--- config.mk ---
export PLATFORM = sky130hd
export DESIGN_NAME = micro_sequencer_top
export DESIGN_NICKNAME = d
export VERILOG_FILES = /design/src/source/cpu_status_pkg.sv /design/src/source/micro_word_pkg.sv /design/src/source/branch_condition.sv /design/src/source/control_section.sv /design/src/source/control_store.sv /design/src/source/dispatch_decoder.sv /design/src/source/micro_counter.sv /design/src/source/micro_sequencer_top.sv
export SDC_FILE = /design/constraint.sdc
export NUM_CORES = 1
export LEC_CHECK = 0
export BUFFER_PORTS_ARGS = -buffer_cell sky130_fd_sc_hd__buf_2
export CORE_ASPECT_RATIO = 1.1
export CORE_UTILIZATION = 49
export DETAILED_ROUTE_END_ITERATION = 7
export PLACE_DENSITY = 0.77
export SLEW_MARGIN = 0
export SYNTH_ARGS = -nofsm -noshare
export SYNTH_HDL_FRONTEND = slang
export SYNTH_HIERARCHICAL = 1
export SYNTH_SLANG_ARGS = --single-unit
--- constraint.sdc ---
create_clock -name system_clk -period 4.7 [get_ports system_clk]
set_clock_uncertainty 0.2 [all_clocks]
set_input_delay 0.94 -clock system_clk [delete_from_list [all_inputs] [get_ports system_clk]]
set_output_delay 0.94 -clock system_clk [all_outputs]
set_load 0.1 [all_outputs]
--- src/source/cpu_status_pkg.sv ---
// Processor datapath types seen by the control section
// Opcode width and status flag layout

package cpu_status_pkg;

    localparam int OPCODE_W = 4;

    typedef logic [OPCODE_W-1:0] opcode_t;

    // Flags from the ALU, overflow in the top bit
    typedef struct packed {
        logic overflow;
        logic negative;
        logic carry;
        logic zero;
    } status_t;

endpackage

--- src/source/micro_word_pkg.sv ---
// Microword format for the microprogrammed control section
// Field layout, branch operation codes and fixed microaddresses

package micro_word_pkg;

    // Width of the control field passed to the datapath
    localparam int CONTROL_W = 11;

    typedef logic [7:0] micro_addr_t;

    // Bit 3 is the polarity, bits 2:0 select the condition
    typedef enum logic [3:0] {
        BOP_NONE     = 4'b0001,
        BOP_IF_ZERO  = 4'b0010,
        BOP_IF_CARRY = 4'b0011,
        BOP_WAIT_GO  = 4'b0100,
        BOP_JUMP     = 4'b1001,
        BOP_DISPATCH = 4'b1110
    } bop_t;

    // 24-bit microword, most significant field first
    typedef struct packed {
        logic [CONTROL_W-1:0] control;
        bop_t                 bop;
        logic                 count;
        logic [3:0]           addr_high;
        logic [3:0]           addr_low;
    } micro_word_t;

    // Address forced onto the bus while jam is high
    localparam micro_addr_t JAM_ADDR = 8'hFF;

    // Start of the instruction fetch sequence
    localparam micro_addr_t FETCH_ADDR = 8'h01;

endpackage

--- src/source/branch_condition.sv ---
// Branch condition select
// Picks one status input by the branch field, inverts it and
// applies the polarity bit to form the active-low counter load

`timescale 1ns/100ps

module branch_condition (
    input  micro_word_pkg::bop_t    bop,
    input  cpu_status_pkg::status_t status,
    input  logic                    go_bar,
    output logic                    mpc_load_bar
);

    logic [2:0] cond_sel;
    logic       polarity;
    logic       cond_value;

    assign polarity = bop[3];
    assign cond_sel = bop[2:0];

    // Eight-way select, unused inputs tied low
    always_comb begin
        case (cond_sel)
            3'd0: begin
                cond_value = status.negative;
            end
            3'd2: begin
                cond_value = status.zero;
            end
            3'd3: begin
                cond_value = status.carry;
            end
            3'd4: begin
                cond_value = go_bar;
            end
            3'd5: begin
                cond_value = status.overflow;
            end
            default: begin
                cond_value = 1'b0;
            end
        endcase
    end

    // Polarity 0 loads on a high input, polarity 1 on a low one
    assign mpc_load_bar = (~cond_value) ^ polarity;

endmodule

--- src/source/control_section.sv ---
// Control section of the 8-bit processor
// Splits the microword, drives the microprogram counter and
// overrides the outgoing address with the jam vector

`timescale 1ns/100ps

module control_section (
    input  logic                                  system_clk,
    input  logic                                  rst_n,
    input  cpu_status_pkg::opcode_t               opcode,
    input  logic                                  go_bar,
    input  logic                                  jam,
    input  cpu_status_pkg::status_t               status,
    input  micro_word_pkg::micro_word_t           mw,
    output micro_word_pkg::micro_addr_t           micro_address,
    output logic [micro_word_pkg::CONTROL_W-1:0]  control_bits,
    output logic                                  eil_bar
);

    import micro_word_pkg::*;

    // Microword fields
    bop_t        bop;
    logic        count;
    logic [3:0]  addr_high;
    logic [3:0]  addr_low;

    logic [3:0]  target_high;
    micro_addr_t load_target;
    micro_addr_t count_value;
    logic        mpc_load_bar;

    assign control_bits = mw.control;
    assign bop          = mw.bop;
    assign count        = mw.count;
    assign addr_high    = mw.addr_high;
    assign addr_low     = mw.addr_low;

    assign load_target = {target_high, addr_low};

    micro_counter u_micro_counter (
        .system_clk   (system_clk),
        .rst_n        (rst_n),
        .target       (load_target),
        .mpc_load_bar (mpc_load_bar),
        .count        (count),
        .count_value  (count_value)
    );

    dispatch_decoder u_dispatch_decoder (
        .opcode      (opcode),
        .bop         (bop),
        .addr_high   (addr_high),
        .target_high (target_high),
        .eil_bar     (eil_bar)
    );

    branch_condition u_branch_condition (
        .bop          (bop),
        .status       (status),
        .go_bar       (go_bar),
        .mpc_load_bar (mpc_load_bar)
    );

    // Jam acts on the bus only, the counter keeps running
    assign micro_address = jam ? JAM_ADDR : count_value;

endmodule

--- src/source/control_store.sv ---
// Control store
// Fixed demonstration microprogram, read combinationally by address
// Routine for opcode op lives at {op, 0} through {op, 2}

`timescale 1ns/100ps

module control_store (
    input  micro_word_pkg::micro_addr_t micro_address,
    output micro_word_pkg::micro_word_t mw
);

    import micro_word_pkg::*;

    logic [3:0] op;
    logic [3:0] step;

    assign op   = micro_address[7:4];
    assign step = micro_address[3:0];

    always_comb begin
        // Unused words jump back to idle
        mw.control   = '0;
        mw.bop       = BOP_JUMP;
        mw.count     = 1'b0;
        mw.addr_high = 4'h0;
        mw.addr_low  = 4'h0;

        if (micro_address == JAM_ADDR) begin
            mw.control = 11'h7FF;
        end else if (op == 4'h0) begin
            case (step)
                4'h0: begin
                    // Idle until go_bar drops
                    mw.bop   = BOP_WAIT_GO;
                    mw.count = 1'b1;
                end
                4'h1: begin
                    mw.control = 11'h001;
                    mw.bop     = BOP_NONE;
                    mw.count   = 1'b1;
                end
                4'h2: begin
                    // Opcode selects the routine
                    mw.control = 11'h002;
                    mw.bop     = BOP_DISPATCH;
                end
                default: begin
                end
            endcase
        end else begin
            case (step)
                4'h0: begin
                    mw.control = 11'h400 + {7'b0, op};
                    mw.bop     = BOP_NONE;
                    mw.count   = 1'b1;
                end
                4'h1: begin
                    // Early return to fetch on a zero result
                    mw.control                  = 11'h200;
                    mw.bop                      = BOP_IF_ZERO;
                    mw.count                    = 1'b1;
                    {mw.addr_high, mw.addr_low} = FETCH_ADDR;
                end
                4'h2: begin
                    mw.control                  = 11'h100;
                    mw.bop                      = BOP_JUMP;
                    {mw.addr_high, mw.addr_low} = FETCH_ADDR;
                end
                default: begin
                end
            endcase
        end
    end

endmodule

--- src/source/dispatch_decoder.sv ---
// Opcode dispatch decoder
// Substitutes the opcode for the target high nibble on a dispatch
// and enables the instruction latch in the same cycle

`timescale 1ns/100ps

module dispatch_decoder (
    input  cpu_status_pkg::opcode_t opcode,
    input  micro_word_pkg::bop_t    bop,
    input  logic [3:0]              addr_high,
    output logic [3:0]              target_high,
    output logic                    eil_bar
);

    import micro_word_pkg::*;

    logic dispatch;

    assign dispatch = (bop == BOP_DISPATCH);

    // Opcode picks the routine, the microword keeps the low nibble
    assign target_high = dispatch ? opcode : addr_high;

    // Instruction latch enable, active low
    assign eil_bar = ~dispatch;

endmodule

--- src/source/micro_counter.sv ---
// Microprogram counter
// Loads a branch target, increments or holds once per clock

`timescale 1ns/100ps

module micro_counter (
    input  logic                       system_clk,
    input  logic                       rst_n,
    input  micro_word_pkg::micro_addr_t target,
    input  logic                       mpc_load_bar,
    input  logic                       count,
    output micro_word_pkg::micro_addr_t count_value
);

    // Load wins over increment
    always_ff @(posedge system_clk) begin
        if (!rst_n) begin
            count_value <= '0;
        end else if (!mpc_load_bar) begin
            count_value <= target;
        end else if (count) begin
            count_value <= count_value + 8'd1;
        end
    end

    // Counter starts from word 0 once reset has been seen
    reset_clears_counter: assert property (
        @(posedge system_clk) !rst_n |=> (count_value == '0)
    ) else $error("micro_counter: value not cleared after reset");

endmodule

--- src/source/micro_sequencer_top.sv ---
// Microsequencer top level
// Closes the loop between the control section and its control store

`timescale 1ns/100ps

module micro_sequencer_top (
    input  logic                                  system_clk,
    input  logic                                  rst_n,
    input  cpu_status_pkg::opcode_t               opcode,
    input  logic                                  go_bar,
    input  logic                                  jam,
    input  cpu_status_pkg::status_t               status,
    output micro_word_pkg::micro_addr_t           micro_address,
    output logic [micro_word_pkg::CONTROL_W-1:0]  control_bits,
    output logic                                  eil_bar
);

    import micro_word_pkg::*;

    // Current microword from the store
    micro_word_t mw;

    control_section u_control_section (
        .system_clk    (system_clk),
        .rst_n         (rst_n),
        .opcode        (opcode),
        .go_bar        (go_bar),
        .jam           (jam),
        .status        (status),
        .mw            (mw),
        .micro_address (micro_address),
        .control_bits  (control_bits),
        .eil_bar       (eil_bar)
    );

    control_store u_control_store (
        .micro_address (micro_address),
        .mw            (mw)
    );

endmodule

==> impl_results.md, run 1 <==
* Status: finished, violations left
* Failing checks: design-rule violations
* Antenna Nets Post-Route at 0
* Async SR Flop Fraction at 0%
* Commonest non-fill, non-tap cell in the layout: buf_2
* Setup TNS at 0 ps
* Ant. Diodes at 0
* RSZ-0062 raised after global routing: no
* Min Tclk post-route at 4100 ps
* FMAX at 244 MHz
* Max-slew violation count at 0
* Final hold vios at 0
* DR vias at 850
* Residual DRC at 5
* Top FF cell, synth: dfxtp_1
* Most frequent cells in the layout: 31 x buf_2, 10 x o21ai_0, 8 x or2_1, 8 x dfxtp_1, 7 x conb_1
* Row count at 16
* Worst path cell trace: buf_2 > or2_1 > or3_4 > inv_1 > nand3_2 > o21ai_1 > nand4b_4 > buf_2
* WL final at 1.84 mm
* First-pass GRT wire length at 2.83 mm
* Worst-margin pin slew at 597 ps
* Sequential area share after synthesis at 17.1%
* 1st-iter DRT viols at 26
* # Post-CTS Setup Buffers at 0
* # H-tree levels at 1
* Max-cap viol count at 0
* Hold-fix buffers at CTS at 0
* Largest net degree at the start of global routing at 18
* CTS tree: built
* GP Congestion at 0.816
* Syn avg cell area at 7.68 um2
* Biggest register: u_control_section/u_micro_counter/count_value
* Post-synth EDFFs at 0
* Die width at 43.7 um
* CTS Buf Count at 3
* CTS clk-pin slew, worst paths at 50 ps
* Period utilization at 87.2%
* Vias per cell at 5.41
* Cts repair resizes at 0
* Hold slack at 348 ps
* Synth cell types at 40
* GRT overflow at 0
* CP startpoint kind: input pin
* DR WL/cell at 11.7 um
* Layout cells sized above 1 at 33.1%
* Initial antenna violation count at 0
* Leak pwr at 0.494 nW
* # setup viols final at 0
* Clock Sinks at 8
* Worst VDD drop at 0.184 mV
* Power Density at 241 nW/um2
* Core Box Area at 1780 um2
* Die Y at 47.9 um
* Max clock buf depth at 2
* Vias in the first global route at 685
* Port bufs at 31
* WP data arrival at 2960 ps
* Total GRT Usage at 18.2%
* Ys Warns at 6
* Cell chosen for the clock root: clkbuf_4
* Setup CP Type: input pin to output port
* Req. time, crit path at 3560 ps
* DP HPWL at 1.43 mm
* Post-Syn Area at 937 um2
* Cells after synthesis at 122
* Io pins at 32
* Largest register FFs at 8
* Max_slew headroom at 59.8%
* Nets@finish at 154
* Syn-to-layout area delta at 6.01%
* Slowest stage cell, crit path: or3_4
* Largest regs: u_control_section/u_micro_counter/count_value: 8 flops
* Worst-Skew Late Latency at 250 ps
* Crit path top cell by count: buf_2
* 1st-pass router iterations at 6
* Hold WC Path Type: register to register
* Full die area at 2090 um2
* Slowest stage delay, CP at 440 ps
* Initial core utilization at 52.6%
* Synth Register Bits at 8
* Max Fanout on Critical Path at 9
* Critical Path End Type: output port
* Fillers at 169
[power breakdown]
group / total, W / switching (W) / internal [W]
Combinational: 0.000111 / 0.0000870 / 0.0000240
Sequential: 0.0000792 / 0.00000612 / 0.0000731
Clock: 0.0000494 / 0.0000203 / 0.0000290
Total: 0.000239 / 0.000113 / 0.000126
[critical path: cells and delay by family]
family | cells | cell delay (ps)
buffers and inverters | 3 | 710
AOI/OAI and AO/OA | 1 | 260
and+or+nand+nor | 4 | 1040
[cell families (layout without fill, tap and decap cells)]
kind of cell / Yosys count / count (layout) / synth area share [%]
adder cells (fa/ha/maj): 1 / 1 / 1.33
AND/OR/NAND/NOR: 43 / 43 / 29.5
XOR/XNOR: 6 / 6 / 5.61
other: 1 / 7 / 0.400
flip-flops: 8 / 8 / 17.1
buffers and inverters: 30 / 41 / 21.0
AO/OA/AOI/OAI: 26 / 26 / 17.1
multiplexers: 7 / 7 / 8.01
[final timing paths]
path / from / endpoint / slack [ps] / depth (start not counted)
setup / recovery: jam / eil_bar / 600 / 8
hold / removal: register / register / 350 / 2
setup reg to reg: register / register / 1350 / 12
hold reg to reg: register / register / 350 / 2
[routing by layer]
metal  part of all wire (%)  GRT usage (%)  vias to the layer above
met3                    5.0           1.51                        4
met5                      0              0                        -
met2                     49           33.4                       23
li1                       -              -                      444
met1                     45           21.1                      379
met4                    1.3           10.6                        0
[per-stage QoR]
step	setup slack, ps	std cells	utilization, %	area [um2]	power, W
finish	600	157	55.8	993	0.000239
global route	464	157	55.8	993	0.000254
CTS	602	157	55.8	993	0.000242
detailed placement	607	154	54.5	971	0.000190
global placement	668	154	54.5	971	0.000189
floorplan	492	128	-	960	0.000180
[synth_stat cells, types with 3 or more instances]
| library cell | number | share of area [%] |
|---|---|---|
| o21ai_0 | 10 | 5.3 |
| nand4_1 | 5 | 3.3 |
| inv_1 | 6 | 2.4 |
| a21o_1 | 3 | 2.4 |
| buf_4 | 22 | 18 |
| dfxtp_1 | 8 | 17 |
| mux2_2 | 4 | 4.8 |
| nand2_1 | 6 | 2.4 |
| mux2i_1 | 3 | 3.2 |
| or2_1 | 8 | 5.3 |
| or3_1 | 3 | 2.0 |
| xor2_1 | 4 | 3.7 |
| nor2_1 | 5 | 2.0 |
| a211oi_1 | 4 | 3.2 |
[final cells by class]
| class | count | area (um2) | share of cell area (%) |
|---|---|---|---|
| well taps | 18 | 22.5 | 2.27 |
| flip-flops and latches | 8 | 160 | 16.1 |
| inverters | 6 | 22.5 | 2.27 |
| multi-input cells | 90 | 603 | 60.7 |
| clock buffers | 3 | 22.5 | 2.27 |
| repair buffers | 32 | 163 | 16.4 |
Note: power is estimated with default switching activity, not from simulation.
==> inputs of run 2 (changes only) <==
- CELL_PAD_IN_SITES_DETAIL_PLACEMENT: default -> 0
- CELL_PAD_IN_SITES_GLOBAL_PLACEMENT: default -> 2
- CORE_UTILIZATION: 49 -> 28
- CTS_BUF_LIST: default -> sky130_fd_sc_hd__clkbuf_8
- PLACE_DENSITY: 0.77 -> 0.8
==> run 2 against run 1 <==
The flow still finishes with violations (design-rule violations). Sequential power grew 0.6%. Cell area increased by 3.9%. Non-clock buffer count unchanged. Maximum frequency down 0.34%. Via count rose by 0.47%. Cell count grew 10%. Largest cell class unchanged.
==> impl_results.md, run 2 (same netlist as run 1, synthesis figures left out) <==
* Delay-heaviest family, CP: simple AND/OR/NAND/NOR gates
* Slowest stage cell, crit path: or3_4
* Max-slew violation count at 0
* Row count at 21
* Largest net degree at the start of global routing at 18
* Critical Path End Type: output port
* Final hold vios at 0
* Ant. Diodes at 0
* CTS clk-pin slew, worst paths at 40 ps
* Hold-fix buffers at CTS at 0
* Vias in the first global route at 797
* Hold Path Depth at 2
* Max_slew headroom at 58.7%
* DR vias at 854
* Io pins at 32
* Clock power frac at 29.4%
* Min Tclk post-route at 4110 ps
* Max-cap viol count at 0
* Biggest register: u_control_section/u_micro_counter/count_value
* Clock Sinks at 8
* Cts repair resizes at 0
* Status: finished, violations left
* DP HPWL at 1.70 mm
* Layout cells sized above 1 at 33.1%
* WP data arrival at 2970 ps
* CTS tree: built
* Met2 Wirelength at 966 um
* Initial antenna violation count at 0
* Worst-Skew Late Latency at 220 ps
* Design Power at 0.000269 W
* Vias per cell at 4.94
* Psw at 0.000117 W
* Gate power share at 41.0%
* Nets@finish at 154
* Fin cells at 173
* Antenna Nets Post-Route at 0
* Crit path top cell by count: buf_2
* GRT overflow at 0
* Metal3 WL at 110 um
* # Post-CTS Setup Buffers at 0
* Commonest non-fill, non-tap cell in the layout: buf_2
* Worst VDD drop at 0.0814 mV
* Syn-to-layout area delta at 10.1%
* Slowest stage delay, CP at 450 ps
* GP Congestion at 0.849
* Period utilization at 87.5%
* Port bufs at 31
* CP startpoint kind: input pin
* First-pass GRT wire length at 3.37 mm
* Cell chosen for the clock root: clkbuf_8
* 1st-pass router iterations at 6
* Setup CP Type: input pin to output port
* WL final at 2.04 mm
* Leak pwr at 0.502 nW
* Max Fanout on Critical Path at 9
* Max Used Layer: met4
* Worst-margin pin slew at 614 ps
* Full die area at 3580 um2
* Area taken by multi-input logic gates at 603 um2
* Met1 WL at 925 um
* Fillers at 357
* Die width at 57.2 um
* # setup viols final at 0
* FMAX at 243 MHz
* Sequential fraction of design power at 29.6%
* Most frequent cells in the layout: 31 x buf_2, 10 x o21ai_0, 8 x or2_1, 8 x dfxtp_1, 7 x conb_1
* CTS Buf Count at 3
* Max clock buf depth at 2
* RSZ-0062 raised after global routing: no
* Core Box Area at 3130 um2
* Register cell area after layout at 160 um2
* Largest register FFs at 8
* DR WL/cell at 11.8 um
* Total GRT Usage at 11.9%
* Initial core utilization at 30.0%
* # H-tree levels at 1
* Largest regs: u_control_section/u_micro_counter/count_value: 8 flops
* Failing checks: design-rule violations
* Req. time, crit path at 3560 ps
* Pint at 0.000152 W
* Sw Ratio at 43.4%
* Worst path cell trace: buf_2 > or2_1 > or3_4 > inv_1 > nand3_2 > o21ai_1 > nand4b_4 > buf_2
* Residual DRC at 8
* Setup TNS at 0 ps
* Hold WC Path Type: register to register
* Crit path buf inv count at 3
* Worst R2R Path Depth at 12
* Reg2Reg Setup Slack at 1310 ps
* Post-placement cell count at 170
* 1st-iter DRT viols at 27
* Power Density at 261 nW/um2
* Die Y at 62.7 um
==> run 2: cell counts in the layout (fill, tap and decap cells not counted) <==
Identical to the previous run, type by type.
==> run 2: layer usage <==
| layer | track usage, % | vias to the layer above |
|---|---|---|
| met5 | 0 | - |
| met4 | 7.01 | 0 |
| met3 | 2.07 | 4 |
| met2 | 20.1 | 22 |
| met1 | 13.7 | 388 |
| li1 | - | 440 |
==> run 2: how the worst max path moves through the flow <==
stage	from	end	slack (ps)	cells after the start
finish	jam	eil_bar	590	8
global route	jam	eil_bar	480	8
CTS	jam	eil_bar	570	8
detailed placement	jam	eil_bar	580	8
global placement	jam	eil_bar	630	8
floorplan	jam	register	490	11
==> run 2: layout make-up <==
cell class | count | area share (%)
clock buffer | 3 | 4.00
multi-input combinational | 90 | 58.4
inverter | 6 | 2.18
sequential | 8 | 15.5
timing repair buffer | 32 | 15.8
tap | 34 | 4.12
==> run 2: per-stage QoR <==
| stage | util (%) | hold WS [ps] | instance area, um2 | setup WS, ps |
|---|---|---|---|---|
| 4_1_cts | 33.0 | 337 | 1030 | 572 |
| 3_5_place_dp | 31.7 | 328 | 991 | 582 |
| 3_3_place_gp | 31.7 | 325 | 991 | 632 |
| 2_1_floorplan | - | 282 | 960 | 492 |
| 5_1_grt | 33.0 | 362 | 1030 | 478 |
| 6_report | 33.0 | 339 | 1030 | 587 |
==> run 2: power groups by stage <==
stage                      Clock, W  Sequential [W]  Combinational, W
after floorplan                   0       0.0000784          0.000101
after global placement            0       0.0000809          0.000110
after detailed placement          0       0.0000809          0.000111
after CTS                 0.0000830       0.0000797          0.000111
after global routing      0.0000854       0.0000808          0.000117
final                     0.0000791       0.0000797          0.000110
==> run 2: worst reg2reg max path, stage by stage, from the launching register on <==
cell and delay [ps]:
dfxtp_1 350, or2_1 300, or3_4 450, inv_1 260, nand3_2 130, o21ai_1 260, nand2_1 110, a211oi_1 270
o22ai_1 130, xor2_1 200, nand3_1 90, or4_1 480, o211ai_1 90
